File: config.mk
export PLATFORM = sky130hd
export DESIGN_NAME = cmd_interval_timer
export DESIGN_NICKNAME = d
export VERILOG_FILES = /design/src/logic/cmd_interval_timer.sv
export SDC_FILE = /design/constraint.sdc
export NUM_CORES = 1
export LEC_CHECK = 0
export BUFFER_PORTS_ARGS = -buffer_cell sky130_fd_sc_hd__buf_4
export CAP_MARGIN = 25
export CORE_AREA = 2 2 39 41
export DETAILED_ROUTE_END_ITERATION = 10
export DIE_AREA = 0 0 41 43
export PLACE_DENSITY = 0.32
export SKIP_LAST_GASP = 1
export SYNTH_ARGS = -nofsm -noshare
export SYNTH_HDL_FRONTEND = slang
export SYNTH_SLANG_ARGS = --single-unit
export TNS_END_PERCENT = 1
File: constraint.sdc
create_clock -name clk -period 1.5 [get_ports clk]
set_input_delay 0.45 -clock clk [delete_from_list [all_inputs] [get_ports clk]]
set_output_delay 0.45 -clock clk [all_outputs]
set_load 0.005 [all_outputs]
File: src/logic/cmd_interval_timer.sv
`timescale 1ns/100ps
`default_nettype none

module cmd_interval_timer #(
  parameter int unsigned CMD_INTERVAL_CYCLES = 13
) (
  input  logic clk,
  input  logic rst_n,
  input  logic load,
  output logic expired
);

  localparam int unsigned CNT_BITS = $clog2(CMD_INTERVAL_CYCLES + 1);

  logic [CNT_BITS-1:0] count;

  // starts at zero so the first command after reset may go at once
  always_ff @(posedge clk or negedge rst_n) begin
    if (!rst_n) begin
      count <= '0;
    end else if (load) begin
      count <= CNT_BITS'(CMD_INTERVAL_CYCLES);
    end else if (count != '0) begin
      count <= count - 1'b1;
    end
  end

  assign expired = (count == '0);

  // the controller only strobes a command once the gap has run out
  a_load_when_expired: assert property (
    @(posedge clk) disable iff (!rst_n)
    load |-> expired
  );

endmodule

`default_nettype wire

==> out/results.ini <==
[outcome]
status = finished, violations left
violations = negative setup slack

[yosys]
synth_seq_cells = 4
syn_nets = 25
synth-seq-area-share = 0.437
yosysUniqueCellTypes = 13
synth_area_um2 = 229
ys_warn_count = 0
avgSynthCellArea_um2 = 10.9
synthCells = 21

[sta]
relSlewSlack = 0.894
skew_ns = 0.000381
tightest_slew_ns = 0.154
drv_slew = 0
fin_tns_setup_ns = -0.108
holdWs_ns = 0.469
hold_violations = 0
max_freq_mhz = 622
setup_viol = 1
fin_crit_sh = 1.07
setup_ws_ns = -0.108
fin_crit_ns = 1.61
grt_setup_unrepaired = true

[global_routing]
grt_max_degree = 7
first_global_vias = 152
track_usage = 0.0515
grt_pass1_wl_um = 558
antenna_found_initial = 0
grt_overflow = 0

[cts]
numClockSinks = 4
clk_latency_ns = 0.23
cts_tree = built
clk_path_buf_depth = 2
cts_root_buffer = clkbuf_4
h-tree-depth = 1
clk_pin_slew_worst_paths_ns = 0.03
numCtsBuffers = 3

[floorplan]
die-area_um2 = 1760
die_h_um = 43
io-pin-count = 4
rows = 14
core_area_um2 = 1380
die_w_um = 41
initial_core_util = 0.165

[pwr]
peakVddDrop_v = 0.000326
total_power_mw = 0.312
powerDensity_nw_per_um2 = 886
leakage_nw = 0.171

[min_path]
worstHoldPathType = in -> reg
hold_path_depth = 2

[routing]
routed_wl_um = 417
initialDrtViolationCount = 2
drc = 0
ant_nets = 0
wl_per_cell_um = 8.34
avgViaCountPerCell = 3.90
dr.pass1.iters = 4
num_vias = 195

[placement]
place_hpwl_um = 309
place_area_um2 = 294
portBuffers = 3
gp_congestion = 0.648
preCtsSetupSlack_ns = 0.0906

[worst_setup_path]
reg2reg_depth = 6
critPathMaxFanout = 2
worstSetupEndpointType = output port
worstSetupStartpointType = flop
cp.required_ns = 1.05
arrival_ns = 1.16
critical_path_class = reg -> out

[finish]
drive_gt1_frac = 0.441
regMostFlops = count
final_area_um2 = 352
num-nets-final = 40
largest_register_ffs = 4
top_regs = count (4)
num_antenna_cells = 0
area_growth_pct = 53.6

[run]
max_cap_viol_count = 0

-- worst max-delay path: stages (launching register included) --
cell and delay, ns:
dfrtp_1 0.37, inv_1 0.06, ha_2 0.17, nor3b_4 0.19, buf_4 0.14
-- cell usage after synthesis --
master,instances,share of area
a211o_1,1,0.038
a211o_2,1,0.044
and3b_1,1,0.038
dfrtp_1,4,0.44
ha_1,1,0.055
inv_1,3,0.049
mux2_1,1,0.049
mux2i_1,1,0.044
nor2_1,3,0.049
nor2b_1,2,0.055
nor3_1,1,0.022
nor3b_4,1,0.082
o31a_1,1,0.038
-- metrics by stage --
step	utilization	std cells
detailed placement	0.212	43
floorplan	-	21
CTS	0.247	49
global placement	0.212	43
finish	0.254	50
global route	0.254	50
-- worst paths after layout --
path	start	to	slack (ns)
max in group asynchronous	rst_n	count[2]	0.86
setup / recovery	count[1]	expired	-0.11
hold / removal	load	count[3]	0.47
setup reg to reg	count[1]	count[1]	0.03
hold reg to reg	count[2]	count[2]	0.62
min in group asynchronous	rst_n	count[0]	0.54
-- layout make-up --
class                   count  area [um2]
clock buffers               3        22.5
fillers                   152        1030
inverters                   3        11.3
multi-input cells          14         120
flip-flops and latches      4         100
well taps                  16        20.0
repair buffers             10        77.6
-- layout by cell type (no fill, tap or decap), drive strengths merged --
| master | count |
|---|---|
| nor3b | 1 |
| dlygate4sd3 | 1 |
| mux2i | 1 |
| o31a | 1 |
| and3b | 1 |
| inv | 3 |
| nor2b | 2 |
| ha | 1 |
| mux2 | 1 |
| nor3 | 1 |
| clkbuf | 3 |
| a211o | 2 |
| buf | 9 |
| dfrtp | 4 |
| nor2 | 3 |
-- per-layer routing --
layer	wire [um]	vias up	GRT usage
met5	0	-	0
met4	0	0	0.0600
met3	15	0	0.0157
met2	215	3	0.0563
met1	186	91	0.0686
li1	-	101	-
-- where the power goes --
group / internal [mW] / switching, mW
clock: 0.0891 / 0.0377
sequential: 0.118 / 0.00915
combinational: 0.0360 / 0.0221
total: 0.243 / 0.0690
-- cell families after synthesis --
logic type | Yosys count | share of synthesized area
DFF | 4 | 0.437
AOI/OAI and AO/OA | 3 | 0.120
buffers and inverters | 3 | 0.0492
muxes | 2 | 0.0929
adders and majority gates | 1 | 0.0546
and+or+nand+nor | 8 | 0.246
-- what timing repair did --
item,CTS,global route
setup buffers,2,1
hold buffers,1,0
gates resized for setup,0,1
setup endpoints to repair,1,2
hold endpoints to repair,4,0
pin swaps,0,1
(Power assumes the default switching activity.)
